==> config.mk <==
export PLATFORM = sky130hd
export DESIGN_NAME = coleco_glue_top
export DESIGN_NICKNAME = d
export VERILOG_FILES = /design/src/logic/coleco_pkg.sv /design/src/logic/cart_loader.sv /design/src/logic/cart_storage_select.sv /design/src/logic/coleco_glue_top.sv /design/src/logic/controller_ports.sv /design/src/logic/cpu_ram_port.sv /design/src/logic/keypad_encoder.sv
export SDC_FILE = /design/constraint.sdc
export NUM_CORES = 1
export LEC_CHECK = 0
export CORE_AREA = 2 2 82 84
export DETAILED_ROUTE_END_ITERATION = 8
export DIE_AREA = 0 0 84 86
export DONT_BUFFER_PORTS = 1
export HOLD_SLACK_MARGIN = 0.06
export REMOVE_ABC_BUFFERS = 1
export SKIP_LAST_GASP = 1
export SLEW_MARGIN = 20
export SYNTH_ARGS = -nofsm -noshare
export SYNTH_HDL_FRONTEND = slang
export SYNTH_SLANG_ARGS = --single-unit
export TNS_END_PERCENT = 10
==> constraint.sdc <==
create_clock -name clk_sys -period 8.25 [get_ports clk_sys]
set_input_delay 2.0625 -clock clk_sys [delete_from_list [all_inputs] [get_ports clk_sys]]
set_output_delay 2.0625 -clock clk_sys [all_outputs]
set_load 0.005 [all_outputs]
==> src/logic/coleco_pkg.sv <==
/*
 * ColecoVision host glue shared definitions
 * Widths, keypad codes, RAM option codes and the packed words between blocks
 */
package coleco_pkg;

	// ==================================================
	// Widths and address fields
	// ==================================================
	localparam int LOAD_ADDR_W    = 25;
	localparam int CPU_RAM_ADDR_W = 15;
	localparam int PAGE_W         = 6;
	// Page count sits at download address bits 19..14
	localparam int PAGE_LSB       = 14;
	// 8 KB window, 2000-3FFF is window number 1
	localparam int XRAM_WIN_LSB   = 13;
	localparam int RAM_8K_AW      = 13;
	localparam int RAM_1K_AW      = 10;
	// Divide by 4 for the RAM clock enable
	localparam int CE_DIV_W       = 2;

	// RAM size and storage type option codes
	localparam logic [1:0] RAM_1K     = 2'd0;
	localparam logic [1:0] RAM_8K     = 2'd1;
	localparam logic [1:0] RAM_SGM    = 2'd2;
	localparam logic [1:0] RAMT_AUTO  = 2'd0;
	localparam logic [1:0] RAMT_SDRAM = 2'd1;
	localparam logic [1:0] RAMT_DDR   = 2'd2;

	// Download slot of an SG-1000 image, low 5 index bits
	localparam logic [4:0] SG1000_INDEX = 5'd2;

	// ==================================================
	// Keypad codes, active low as seen on p1..p4
	// ==================================================
	localparam logic [3:0] KEY_0        = 4'b0011;
	localparam logic [3:0] KEY_1        = 4'b1110;
	localparam logic [3:0] KEY_2        = 4'b1101;
	localparam logic [3:0] KEY_3        = 4'b0110;
	localparam logic [3:0] KEY_4        = 4'b0001;
	localparam logic [3:0] KEY_5        = 4'b1001;
	localparam logic [3:0] KEY_6        = 4'b0111;
	localparam logic [3:0] KEY_7        = 4'b1100;
	localparam logic [3:0] KEY_8        = 4'b1000;
	localparam logic [3:0] KEY_9        = 4'b1011;
	localparam logic [3:0] KEY_ASTERISK = 4'b1010;
	localparam logic [3:0] KEY_NUMBER   = 4'b0101;
	localparam logic [3:0] KEY_PURPLE   = 4'b0100;
	localparam logic [3:0] KEY_BLUE     = 4'b0010;
	localparam logic [3:0] KEY_NONE     = 4'b1111;

	// Joystick word from the host, all active high
	typedef struct packed {
		logic [11:0] spare;
		logic        blue_tr;
		logic        purple_tr;
		// Digit n at bit 8+n
		logic [9:0]  digit;
		logic        number;
		logic        asterisk;
		logic        fire2;
		logic        fire1;
		logic        up;
		logic        down;
		logic        left;
		logic        right;
	} joy_t;

	// Controller port pins, active low, idle all ones
	typedef struct packed {
		logic [3:0] nibble;
		logic       p6;
	} ctrl_port_t;

	typedef struct packed {
		logic [1:0] ram_size;
		logic [1:0] ram_type;
		logic       joy_swap;
	} core_cfg_t;

	// One download beat
	typedef struct packed {
		logic                   wr;
		logic [7:0]             index;
		logic [LOAD_ADDR_W-1:0] addr;
		logic [7:0]             data;
	} load_beat_t;

	typedef struct packed {
		logic [PAGE_W-1:0] pages;
		logic              sg1000;
		logic              extram;
	} cart_mode_t;

endpackage

==> src/logic/cart_loader.sv <==
/*
 * Cartridge download tracker
 * Page count, SG-1000 detection and extra RAM detection from the load stream
 */
`timescale 1ns/1ps

module cart_loader (
	input  logic                   clk_sys,
	input  logic                   reset,
	input  coleco_pkg::load_beat_t load_i,
	output coleco_pkg::cart_mode_t mode_o
);
	import coleco_pkg::*;

	logic [PAGE_W-1:0] pages_q;
	logic              sg1000_q;
	logic              extram_q;
	logic              at_start;
	logic              in_xram_win;
	logic              win_first;

	// Address decodes for the current beat
	assign at_start    = (load_i.addr == '0);
	// 2000-3FFF
	assign in_xram_win = (load_i.addr[LOAD_ADDR_W-1:XRAM_WIN_LSB] == 1);
	assign win_first   = (load_i.addr[XRAM_WIN_LSB-1:0] == '0);

	// Last page written
	always_ff @(posedge clk_sys) begin
		if (load_i.wr) begin
			pages_q <= load_i.addr[PAGE_LSB +: PAGE_W];
		end
	end

	always_ff @(posedge clk_sys or posedge reset) begin
		if (reset) begin
			sg1000_q <= 1'b0;
			extram_q <= 1'b0;
		end else if (load_i.wr) begin
			// New image starts
			if (at_start) begin
				extram_q <= 1'b0;
				sg1000_q <= (load_i.index[4:0] == SG1000_INDEX);
			end
			// Extra RAM marker, window must be all FF
			if (in_xram_win && sg1000_q) begin
				extram_q <= (win_first | extram_q) & (&load_i.data);
			end
		end
	end

	assign mode_o.pages  = pages_q;
	assign mode_o.sg1000 = sg1000_q;
	assign mode_o.extram = extram_q;

endmodule

==> src/logic/cart_storage_select.sv <==
/*
 * Cartridge storage select
 * SDRAM or DDR3 choice, read routing and download pacing for DDR3 writes
 */
`timescale 1ns/1ps

module cart_storage_select (
	input  logic                   clk_sys,
	input  logic                   reset,
	input  coleco_pkg::core_cfg_t  cfg_i,
	input  logic [15:0]            sdram_size_i,
	input  coleco_pkg::load_beat_t load_i,
	input  logic                   ddr_wr_ack_i,
	input  logic                   cart_rd_i,
	input  logic [7:0]             sdram_d_i,
	input  logic [7:0]             ddr_d_i,
	output logic                   load_wait_o,
	output logic                   sdram_rd_o,
	output logic                   ddr_rd_o,
	output logic [7:0]             cart_d_o
);
	import coleco_pkg::*;

	typedef enum logic {
		ST_IDLE,
		ST_WAIT_ACK
	} wait_state_t;

	wait_state_t state_q;
	logic        use_sdr_d;
	logic        use_sdr_q;

	// Auto picks SDRAM when a module is fitted
	always_comb begin
		case (cfg_i.ram_type)
			RAMT_AUTO:  use_sdr_d = |sdram_size_i[2:0];
			RAMT_SDRAM: use_sdr_d = 1'b1;
			RAMT_DDR:   use_sdr_d = 1'b0;
			default:    use_sdr_d = 1'b0;
		endcase
	end

	always_ff @(posedge clk_sys or posedge reset) begin
		if (reset) begin
			use_sdr_q <= 1'b0;
		end else begin
			use_sdr_q <= use_sdr_d;
		end
	end

	// ==================================================
	// Download pacing, DDR3 only
	// ==================================================
	always_ff @(posedge clk_sys or posedge reset) begin
		if (reset) begin
			state_q <= ST_IDLE;
		end else if (use_sdr_q) begin
			// SDRAM takes beats at full rate
			state_q <= ST_IDLE;
		end else begin
			case (state_q)
				ST_IDLE: if (load_i.wr) state_q <= ST_WAIT_ACK;
				ST_WAIT_ACK: if (ddr_wr_ack_i) state_q <= ST_IDLE;
				default: state_q <= ST_IDLE;
			endcase
		end
	end

	// Hold the source until the write lands
	assign load_wait_o = (state_q == ST_WAIT_ACK);

	// Read strobe and data follow the selected store
	assign sdram_rd_o = cart_rd_i & use_sdr_q;
	assign ddr_rd_o   = cart_rd_i & ~use_sdr_q;
	assign cart_d_o   = use_sdr_q ? sdram_d_i : ddr_d_i;

endmodule

==> src/logic/coleco_glue_top.sv <==
/*
 * ColecoVision host glue top level
 * Controller ports, cartridge loader, storage select and CPU RAM port
 */
`timescale 1ns/1ps

module coleco_glue_top (
	input  logic                                  clk_sys,
	input  logic                                  reset,
	input  coleco_pkg::core_cfg_t                 cfg_i,
	input  logic [15:0]                           sdram_size_i,
	input  coleco_pkg::joy_t                      joy_a_i,
	input  coleco_pkg::joy_t                      joy_b_i,
	input  logic [1:0]                            sel_keys_n_i,
	input  logic [1:0]                            sel_dir_n_i,
	input  coleco_pkg::load_beat_t                load_i,
	input  logic                                  ddr_wr_ack_i,
	input  logic                                  cart_rd_i,
	input  logic [7:0]                            sdram_d_i,
	input  logic [7:0]                            ddr_d_i,
	input  logic [coleco_pkg::CPU_RAM_ADDR_W-1:0] cpu_ram_a_i,
	input  logic                                  ram_we_n_i,
	input  logic                                  ram_ce_n_i,
	output coleco_pkg::ctrl_port_t                ports_o [2],
	output coleco_pkg::cart_mode_t                mode_o,
	output logic                                  load_wait_o,
	output logic                                  sdram_rd_o,
	output logic                                  ddr_rd_o,
	output logic [7:0]                            cart_d_o,
	output logic [coleco_pkg::CPU_RAM_ADDR_W-1:0] ram_a_o,
	output logic                                  ram_we_o
);

	// ==================================================
	// Controller side, purely combinational
	// ==================================================
	controller_ports u_ports (
		.cfg_i        (cfg_i),
		.joy_a_i      (joy_a_i),
		.joy_b_i      (joy_b_i),
		.sel_keys_n_i (sel_keys_n_i),
		.sel_dir_n_i  (sel_dir_n_i),
		.ports_o      (ports_o)
	);

	// ==================================================
	// Cartridge download and storage
	// ==================================================
	cart_loader u_loader (
		.clk_sys (clk_sys),
		.reset   (reset),
		.load_i  (load_i),
		.mode_o  (mode_o)
	);

	cart_storage_select u_store (
		.clk_sys      (clk_sys),
		.reset        (reset),
		.cfg_i        (cfg_i),
		.sdram_size_i (sdram_size_i),
		.load_i       (load_i),
		.ddr_wr_ack_i (ddr_wr_ack_i),
		.cart_rd_i    (cart_rd_i),
		.sdram_d_i    (sdram_d_i),
		.ddr_d_i      (ddr_d_i),
		.load_wait_o  (load_wait_o),
		.sdram_rd_o   (sdram_rd_o),
		.ddr_rd_o     (ddr_rd_o),
		.cart_d_o     (cart_d_o)
	);

	// CPU RAM, fold follows the detected cartridge mode
	cpu_ram_port u_ram (
		.clk_sys     (clk_sys),
		.reset       (reset),
		.cpu_ram_a_i (cpu_ram_a_i),
		.ram_we_n_i  (ram_we_n_i),
		.ram_ce_n_i  (ram_ce_n_i),
		.mode_i      (mode_o),
		.ram_size_i  (cfg_i.ram_size),
		.ram_a_o     (ram_a_o),
		.ram_we_o    (ram_we_o)
	);

endmodule

==> src/logic/controller_ports.sv <==
/*
 * Controller ports
 * Optional player swap ahead of one keypad encoder per port
 */
`timescale 1ns/1ps

module controller_ports (
	input  coleco_pkg::core_cfg_t  cfg_i,
	input  coleco_pkg::joy_t       joy_a_i,
	input  coleco_pkg::joy_t       joy_b_i,
	input  logic [1:0]             sel_keys_n_i,
	input  logic [1:0]             sel_dir_n_i,
	output coleco_pkg::ctrl_port_t ports_o [2]
);
	import coleco_pkg::*;

	// Joystick feeding each port after the swap
	joy_t joy_sel [2];

	assign joy_sel[0] = cfg_i.joy_swap ? joy_b_i : joy_a_i;
	assign joy_sel[1] = cfg_i.joy_swap ? joy_a_i : joy_b_i;

	// One encoder per port
	for (genvar i = 0; i < 2; i++) begin : g_port
		keypad_encoder u_enc (
			.joy_i        (joy_sel[i]),
			.sel_keys_n_i (sel_keys_n_i[i]),
			.sel_dir_n_i  (sel_dir_n_i[i]),
			.port_o       (ports_o[i])
		);
	end

endmodule

==> src/logic/cpu_ram_port.sv <==
/*
 * CPU RAM port
 * Quarter-rate write enable and address fold to the configured RAM size
 */
`timescale 1ns/1ps

module cpu_ram_port (
	input  logic                                  clk_sys,
	input  logic                                  reset,
	input  logic [coleco_pkg::CPU_RAM_ADDR_W-1:0] cpu_ram_a_i,
	input  logic                                  ram_we_n_i,
	input  logic                                  ram_ce_n_i,
	input  coleco_pkg::cart_mode_t                mode_i,
	input  logic [1:0]                            ram_size_i,
	output logic [coleco_pkg::CPU_RAM_ADDR_W-1:0] ram_a_o,
	output logic                                  ram_we_o
);
	import coleco_pkg::*;

	logic [CE_DIV_W-1:0] div_q;
	logic                ce_q;

	// Free-running divider, enable on wrap
	always_ff @(posedge clk_sys or posedge reset) begin
		if (reset) begin
			div_q <= '0;
			ce_q  <= 1'b0;
		end else begin
			div_q <= div_q + 1'b1;
			ce_q  <= (div_q == '1);
		end
	end

	// Fold, unused upper bits forced to zero
	always_comb begin
		ram_a_o = '0;
		if (mode_i.extram) begin
			ram_a_o = cpu_ram_a_i;
		end else if (ram_size_i == RAM_8K) begin
			ram_a_o[RAM_8K_AW-1:0] = cpu_ram_a_i[RAM_8K_AW-1:0];
		end else if (ram_size_i == RAM_1K) begin
			ram_a_o[RAM_1K_AW-1:0] = cpu_ram_a_i[RAM_1K_AW-1:0];
		end else if (mode_i.sg1000) begin
			// SGM on SG-1000 still means 8 KB
			ram_a_o[RAM_8K_AW-1:0] = cpu_ram_a_i[RAM_8K_AW-1:0];
		end else begin
			ram_a_o = cpu_ram_a_i;
		end
	end

	// Write only on an enable cycle with both strobes active
	assign ram_we_o = ce_q & ~ram_we_n_i & ~ram_ce_n_i;

endmodule

==> src/logic/keypad_encoder.sv <==
/*
 * Keypad encoder for one controller port
 * Keypad half and direction half, each enabled by its own strobe
 */
`timescale 1ns/1ps

module keypad_encoder (
	input  coleco_pkg::joy_t       joy_i,
	input  logic                   sel_keys_n_i,
	input  logic                   sel_dir_n_i,
	output coleco_pkg::ctrl_port_t port_o
);
	import coleco_pkg::*;

	// Keys in priority order, bit 0 wins
	logic [13:0]  keys;
	logic [3:0]   key_code;
	ctrl_port_t   keys_half;
	ctrl_port_t   dir_half;

	assign keys = {joy_i.blue_tr, joy_i.purple_tr, joy_i.number, joy_i.asterisk, joy_i.digit};

	// Digits first, then asterisk, number, purple, blue
	always_comb begin
		casez (keys)
			14'b?????????????1: key_code = KEY_0;
			14'b????????????10: key_code = KEY_1;
			14'b???????????100: key_code = KEY_2;
			14'b??????????1000: key_code = KEY_3;
			14'b?????????10000: key_code = KEY_4;
			14'b????????100000: key_code = KEY_5;
			14'b???????1000000: key_code = KEY_6;
			14'b??????10000000: key_code = KEY_7;
			14'b?????100000000: key_code = KEY_8;
			14'b????1000000000: key_code = KEY_9;
			14'b???10000000000: key_code = KEY_ASTERISK;
			14'b??100000000000: key_code = KEY_NUMBER;
			14'b?1000000000000: key_code = KEY_PURPLE;
			14'b10000000000000: key_code = KEY_BLUE;
			default:            key_code = KEY_NONE;
		endcase
	end

	// Keypad half, fire2 on p6
	assign keys_half.nibble = sel_keys_n_i ? 4'b1111 : key_code;
	assign keys_half.p6     = sel_keys_n_i | ~joy_i.fire2;

	// Direction half, fire1 on p6
	assign dir_half.nibble = sel_dir_n_i ? 4'b1111 :
		~{joy_i.up, joy_i.down, joy_i.left, joy_i.right};
	assign dir_half.p6     = sel_dir_n_i | ~joy_i.fire1;

	// Open-collector style merge of both halves
	assign port_o = keys_half & dir_half;

endmodule

# == After elaboration in Yosys (flattened, before gate mapping) ==
# Index checks and enable logic that the tools add are counted.
# classes
add_sub_neg,1
n_eq_ne,31
mux,21
bitwise_logic,22
reduce_logical,10
# ops
operator,count
4-bit case mux with 14 select lines,2
20-bit two-way mux,2
"14-bit equality test, second input constant",2
"13-bit equality test, second input constant",2
25-bit logical NOT,1
"12-bit equality test, second input constant",2
"11-bit equality test, second input constant",2
"10-bit equality test, second input constant",2
"9-bit equality test, second input constant",2
"8-bit equality test, second input constant",2
4-bit two-way mux,4
15-bit two-way mux,1
"7-bit equality test, second input constant",2
13-bit logical NOT,1
13-bit two-way mux,1
"12-bit by 1-bit equality test with 1-bit output, second input constant",1
"6-bit equality test, second input constant",2
5-bit bitwise AND,2
"5-bit equality test, second input constant",2
"4-bit equality test, second input constant",2
8-bit two-way mux,1
1-bit inverter,8
4-bit inverter,2
8-bit AND reduction,1
other kinds (16),36
# word_totals
register_bits,13
input_bits,168
output_inout_bits,45
wordCells,92

# == Depth between registers and ports, before layout ==
# Gate-level depths: netlist of the first run.
# depth
word_depth,5
mapped_depth,8
mapped_depth_nobuf,5

# == Modules after synthesis ==
# Synthesis of the first run repeated with hierarchy kept, for this count alone.
# unflattened
cells_unflattened,229
hier_area_um2,2436.1
# by_module_without_submodules
mod,instances,cells_per_inst,area_per_inst_um2,seq_area_each_um2
controller_ports,1,71,1077.3,0.0
keypad_encoder,2,40,247.7,0.0
cart_loader,1,35,402.9,230.2
cpu_ram_port,1,24,235.2,75.1
cart_storage_select,1,19,225.2,50.0

# == Worst setup path before layout of the first run ==
# OpenSTA, ideal clock, no wires.
# synth_timing
path_type,input-to-output
start,input joy_a_i[7] (netlist bit)
end,output ports_o[4] (netlist bit)
arrival_time_ns,3.485
required_time_ns,6.188
slack_ns,2.703
path_stages,5
path_buffers,0
path_cell_list,or3_1 -> and3_1 -> a311o_1 -> a2111oi_0 -> o32a_2
# synth_rtl
element,line,source
"start, declared",coleco_glue_top.sv:12,"input coleco_pkg::joy_t joy_a_i,"
"end, declared",coleco_glue_top.sv:24,"output coleco_pkg::ctrl_port_t ports_o [2],"

==> results.json, run 1 <==
{
  "status": "finished clean",
  "rrSetupSlack_ps": 7360,
  "hold_path_depth": 1,
  "finalWirelength_um": 5810,
  "firstDrtPassIters": 4,
  "synth_simple_gate_area_share_pct": 25.3,
  "dpl.cell_count": 286,
  "area_delta_synth_final_pct": -0.470,
  "netlist_instances": 232,
  "clock_pin_slew_worst_setup_and_hold_paths_ps": 50,
  "worst_ep_required_time_ps": 6190,
  "n_fill_cell": 675,
  "hold_buffers": 0,
  "final_cell_area_um2": 1850,
  "insertion_delay_ps": 230,
  "number_of_buffers_inserted_by_post_cts_setup_repair": 0,
  "final_max_slew_viol_count": 0,
  "portBuffers": 0,
  "global_route_wire_length_before_repair_um": 8600,
  "ctsRootBufferMaster": "sky130_fd_sc_hd__clkbuf_8",
  "first_global_vias": 1666,
  "drt-vias-per-instance": 6.21,
  "synth.mux.area_fraction_pct": 16.4,
  "holdPathEnd": "u_ram.div_q[0]$_DFF_PP0_",
  "antenna_left": 0,
  "syn-mean-instance-area_um2": 8.03,
  "tritoncts_clock_tree": "done",
  "initial_core_util_pct": 29.7,
  "launch_instance_of_the_worst_min_delay_path": "u_ram.div_q[0]$_DFF_PP0_",
  "placementRows": 29,
  "timing.final.hold_violations": 0,
  "synth_seq_cells": 13,
  "fp.dieArea_um2": 7220,
  "timing.final.crit_period_ps": 5920,
  "r2r_depth": 3,
  "cts_max_level": 1,
  "ir_drop_uv": 89.3,
  "worstHoldPathType": "reg2reg",
  "worst_flop_to_flop_path_endpoint": "u_loader.extram_q$_DFFE_PP0P_",
  "reg2reg_from": "u_loader.sg1000_q$_DFFE_PP0P_",
  "finalCritPeriodShare_pct": 71.8,
  "grt_start_max_net_pins": 66,
  "die_h_um": 86,
  "fmax_mhz": 169,
  "ios": 213,
  "multi_input_area_um2": 1320,
  "cp_max_fo": 7,
  "clk_path_buf_depth": 2,
  "finalNonFillerCells": 290,
  "finalClockSkew_ps": 0.282,
  "synth.cell_area_um2": 1860,
  "place_hpwl_um": 4980,
  "synth-compound-area-share_pct": 28.7,
  "critical_path_arrival_ps": 3860,
  "design.final.nets": 383,
  "final.hold.worst_slack_ps": 428,
  "drive_above_1_share_pct": 9.86,
  "setup_tns_ps": 0,
  "cts.sinks": 13,
  "max_slew.worst_pin.slew_ps": 852,
  "rsz0062_at_grt": "false",
  "largest_incremental_delay_on_the_critical_path_ps": 690,
  "cts_buffers": 3,
  "synth_cell_type_count": 47,
  "layout.area.seq_um2": 355,
  "antenna-diode-count": 0,
  "slowest_stage": "sky130_fd_sc_hd__nor3_1",
  "core_area_um2": 6280,
  "setup-violations-final": 0,
  "antenna_found_initial": 0,
  "vias": 1802,
  "ctsResizeCount": 0,
  "cap_viol_max_count": 0,
  "leakage_power_of_the_design_nw": 0.646,
  "globalRoute.totalOverflow": 0,
  "synth.yosys.warnings": 0,
  "die_x_um": 84,
  "path_cells": "nor3_1 > a21oi_1 > a211oi_1 > o41ai_2 > o32a_2",
  "setup_slack_ps": 2330,
  "grt.total_usage_pct": 14.9,
  "timing.critical_path.to_type": "primary output",
  "critPathLaunchType": "input port",
  "post-route-util_pct": 29.5,
  "slew_headroom_pct": 42.7,
  "dp_worst_setup_slack_ps": 2390,
  "total_power_mw": 0.182,
  "kind_of_critical_path": "in2out",
  "routabilityCongestion": 0.915,
  "dominantRegCellSynth": "sky130_fd_sc_hd__dfrtp_1",
  "drc_errors": 0,
  "power_per_cell_area_nw_per_um2": 98.4,
  "synthArstFlopShare_pct": 53.8,
  "drt_iter0_drc": 42,
  "synth_top_family_by_area": "compound AO/OA/AOI/OAI gates",
  "synth-adder-area-share_pct": 0.672,
  "wl_per_cell_um": 20.0,
  "seq_area_frac_synth_pct": 19.1,
  "dpl-instance-area_um2": 1810,
  "synth_xor_xnor_area_share_pct": 0,
  "number_of_synthesized_flops_with_an_enable_pin": 6
}
-- metal layers --
metal  vias to the layer above  routed length, µm  track usage (%)
li1                        855                  -                -
met1                       818               2120             16.4
met2                       127               2790             24.9
met3                         2                868             8.28
met4                         0                 40             3.96
met5                         -                  0                0
-- state kept, by name, indices dropped and copies added (netlist names) --
register             count
u_loader.sg1000_q        1
u_ram.ce_q               1
u_store.load_wait_o      1
u_store.use_sdr_q        1
u_loader.pages_q         6
u_ram.div_q              2
u_loader.extram_q        1
-- logic make-up (layout without fill, tap and decap cells) --
group / Yosys count / after routing
AO/OA/AOI/OAI: 75 / 75
adder cells (fa/ha/maj): 1 / 1
buffers and inverters: 32 / 13
flip-flops: 13 / 13
multiplexers: 29 / 29
AND/OR/NAND/NOR: 82 / 82
-- critical path, delay by kind of cell --
family           cells  cell delay [ps]
AND/OR/NAND/NOR      1              690
AO/OA/AOI/OAI        4             1100
-- where the power goes --
| group | internal [mW] | switching (mW) | total [mW] |
|---|---|---|---|
| Sequential | 0.0715 | 0.00251 | 0.0740 |
| Combinational | 0.0276 | 0.0268 | 0.0544 |
| Clock | 0.0339 | 0.0201 | 0.0541 |
| Total | 0.133 | 0.0495 | 0.182 |
-- worst max path at each step --
stage	from	to	slack, ps
after floorplan	joy_a_i[7]	ports_o[4]	2700
after global placement	joy_b_i[16]	ports_o[2]	2330
after detailed placement	joy_b_i[16]	ports_o[2]	2390
after CTS	joy_b_i[16]	ports_o[2]	2380
after global routing	joy_b_i[16]	ports_o[2]	2230
final	joy_b_i[16]	ports_o[2]	2330
-- cells in the mapped netlist (all sizes together) (2+ instances only) --
cell type	number	area, µm²
mux2	12	135
a21oi	18	93.8
clkbuf	3	11.3
nor4b	3	26.3
o32a	7	72.6
o31ai	4	30.0
a21o	4	30.0
nor2b	9	56.3
mux2i	17	170
nor4	6	37.5
o22a	4	35.0
o21ai	8	40.0
or3	5	31.3
dfrtp	7	175
nor2	17	63.8
nand3	4	20.0
a21boi	2	15.0
a211oi	10	75.1
nand2	2	7.51
a31oi	8	50.1
o21bai	2	15.0
buf	20	139
inv	8	30.0
nand4	3	18.8
nor3	15	75.1
nor3b	12	95.1
edfxtp	6	180
and3	2	12.5
-- cell type report --
| class | instances | share of cell area [%] |
|---|---|---|
| multi-input cells | 187 | 71.4 |
| flip-flops and latches | 13 | 19.2 |
| well taps | 77 | 5.20 |
| clock buffers | 4 | 2.43 |
| inverters | 9 | 1.82 |
-- placed cells by master (no fill, tap or decap), types with 3 or more instances in the layout --
| cell type | count |
|---|---|
| sky130_fd_sc_hd__o22a_1 | 4 |
| sky130_fd_sc_hd__nor2b_1 | 9 |
| sky130_fd_sc_hd__a31oi_1 | 8 |
| sky130_fd_sc_hd__o31ai_1 | 4 |
| sky130_fd_sc_hd__nand4_1 | 3 |
| sky130_fd_sc_hd__o21ai_0 | 8 |
| sky130_fd_sc_hd__mux2i_1 | 17 |
| sky130_fd_sc_hd__nand3_1 | 4 |
| sky130_fd_sc_hd__nor4_1 | 6 |
| sky130_fd_sc_hd__a211oi_1 | 10 |
| sky130_fd_sc_hd__nor4b_1 | 3 |
| sky130_fd_sc_hd__edfxtp_1 | 6 |
| sky130_fd_sc_hd__nor3b_1 | 11 |
| sky130_fd_sc_hd__mux2_2 | 12 |
| sky130_fd_sc_hd__a21oi_1 | 17 |
| sky130_fd_sc_hd__a21o_1 | 4 |
| sky130_fd_sc_hd__inv_1 | 8 |
| sky130_fd_sc_hd__nor2_1 | 17 |
| sky130_fd_sc_hd__nor3_1 | 15 |
| sky130_fd_sc_hd__clkbuf_8 | 3 |
| sky130_fd_sc_hd__o32a_1 | 5 |
| sky130_fd_sc_hd__or3_1 | 5 |
| sky130_fd_sc_hd__dfrtp_1 | 7 |
(Power assumes the default switching activity.)
==> inputs of run 2 (changes only) <==
- clock period: 8.25 -> 5.07 ns (I/O delays scaled with it)
==> run 2 against run 1 <==
  * Critical path depth unchanged
  * Non-clock buffer count increased by 1
  * Sequential share of layout area decreased by 0.077 points
  * Setup slack got worse by 1400 ps
  * Combinational power increased by 64%
  * Sequential cell count unchanged
  * Routed wire length increased by 2.7%
  * Critical path type unchanged
  * Critical endpoint is now ports_o[4]
==> results.json, run 2 (synthesis results as in run 1) <==
{
  "status": "finished clean",
  "reg2reg_from": "u_loader.sg1000_q$_DFFE_PP0P_",
  "kind_of_critical_path": "in2out",
  "design.final.nets": 384,
  "worstHoldPathType": "reg2reg",
  "first_global_vias": 1776,
  "timing.final.hold_violations": 0,
  "ctsRootBufferMaster": "sky130_fd_sc_hd__clkbuf_8",
  "fp.dieArea_um2": 7220,
  "ios": 213,
  "finalCritPeriodShare_pct": 82.1,
  "dpl.cell_count": 287,
  "insertion_delay_ps": 240,
  "ctsResizeCount": 0,
  "fmax_mhz": 240,
  "max_flop_register": "u_loader.pages_q",
  "slew_headroom_pct": 55.8,
  "worst_ep_required_time_ps": 3800,
  "drt-vias-per-instance": 6.34,
  "vias": 1844,
  "wl_per_cell_um": 20.5,
  "final_max_slew_viol_count": 0,
  "power_per_cell_area_nw_per_um2": 161,
  "place_hpwl_um": 5050,
  "n_fill_cell": 680,
  "die_x_um": 84,
  "global_route_wire_length_before_repair_um": 9000,
  "tritoncts_clock_tree": "done",
  "holdPathEnd": "u_ram.div_q[0]$_DFF_PP0_",
  "critical_path_arrival_ps": 2890,
  "layout_common_cells": "17 x sky130_fd_sc_hd__nor2_1, 17 x sky130_fd_sc_hd__a21oi_1, 17 x sky130_fd_sc_hd__mux2i_1, 15 x sky130_fd_sc_hd__nor3_1, 12 x sky130_fd_sc_hd__mux2_2",
  "rsz0062_at_grt": "false",
  "launch_instance_of_the_worst_min_delay_path": "u_ram.div_q[0]$_DFF_PP0_",
  "ir_drop_uv": 138,
  "setup-violations-final": 0,
  "globalRoute.totalOverflow": 0,
  "setup_tns_ps": 0,
  "area_delta_synth_final_pct": -0.0669,
  "max_slew.worst_pin.slew_ps": 657,
  "antenna_found_initial": 0,
  "critPathLaunchType": "input port",
  "hold_path_depth": 1,
  "cts_max_level": 1,
  "r2r_depth": 3,
  "firstDrtPassIters": 4,
  "clk_path_buf_depth": 2,
  "largest_register_ff_count": 6,
  "routabilityCongestion": 0.917,
  "layout_top_registers": "u_loader.pages_q (6), u_ram.div_q (2)",
  "hold_buffers": 0,
  "core_area_um2": 6280,
  "cap_viol_max_count": 0,
  "leakage_power_of_the_design_nw": 0.651,
  "finalClockSkew_ps": 4.06,
  "post-route-util_pct": 29.7,
  "worst_flop_to_flop_path_endpoint": "u_loader.extram_q$_DFFE_PP0P_",
  "finalNonFillerCells": 291,
  "antenna-diode-count": 0,
  "timing.final.crit_period_ps": 4160,
  "finalWirelength_um": 5960,
  "clock_pin_slew_worst_setup_and_hold_paths_ps": 50,
  "drc_errors": 0,
  "antenna_left": 0,
  "initial_core_util_pct": 29.7,
  "timing.critical_path.to_type": "primary output",
  "cp_max_fo": 65,
  "final.hold.worst_slack_ps": 425,
  "die_h_um": 86,
  "grt.total_usage_pct": 15.5,
  "portBuffers": 0,
  "drt_iter0_drc": 47,
  "drive_above_1_share_pct": 10.3,
  "rrSetupSlack_ps": 4180,
  "grt_start_max_net_pins": 66,
  "cts.sinks": 13,
  "placementRows": 29,
  "number_of_buffers_inserted_by_post_cts_setup_repair": 0,
  "cts_buffers": 3
}
## run 2: layout make-up
type | count | area (µm²) | share of cell area (%)
timing repair buffer | 1 | 7.51 | 0.403
tap | 77 | 96.3 | 5.17
sequential | 13 | 355 | 19.1
clock buffer | 4 | 45.0 | 2.42
multi-input combinational | 187 | 1320 | 71.1
inverter | 9 | 33.8 | 1.81
## run 2: metrics by stage
step | total power [mW] | area [µm²] | worst slack, ps
after floorplan | 0.195 | 1710 | 1110
after global placement | 0.211 | 1820 | 938
after detailed placement | 0.212 | 1820 | 922
after CTS | 0.304 | 1860 | 927
after global routing | 0.319 | 1860 | 710
final | 0.300 | 1860 | 908
## run 2: where the power goes
part | internal (mW) | total, mW | switching (mW)
logic | 0.0452 | 0.0892 | 0.0440
clock network | 0.0554 | 0.0899 | 0.0345
registers | 0.116 | 0.121 | 0.00430
total | 0.217 | 0.300 | 0.0828
## run 2: layer usage
metal  GRT usage [%]  routed length (µm)  part of all wire [%]  vias up
li1                -                   -                     -      864
met1            16.7                2060                    34      822
met2            26.5                2900                    49      152
met3            8.18                 947                    16        6
met4            4.84                  61                   1.0        0
met5               0                   0                     0        -
## run 2: how the worst max path moves through the flow
stage	startpoint	end	slack, ps	cells past startpoint
floorplan	joy_a_i[7]	ports_o[4]	1110	5
detailed placement	cfg_i[0]	ports_o[4]	920	5
global route	cfg_i[0]	ports_o[4]	710	5
finish	cfg_i[0]	ports_o[4]	910	5
CTS	cfg_i[0]	ports_o[4]	930	5
global placement	cfg_i[0]	ports_o[4]	940	5
## run 2: worst max-delay path, cell delays in order
cell and delay [ps]:
sky130_fd_sc_hd__clkinv_1 370, sky130_fd_sc_hd__a21oi_1 460, sky130_fd_sc_hd__nor2_1 130, sky130_fd_sc_hd__a2111oi_0 410, sky130_fd_sc_hd__o32a_2 250
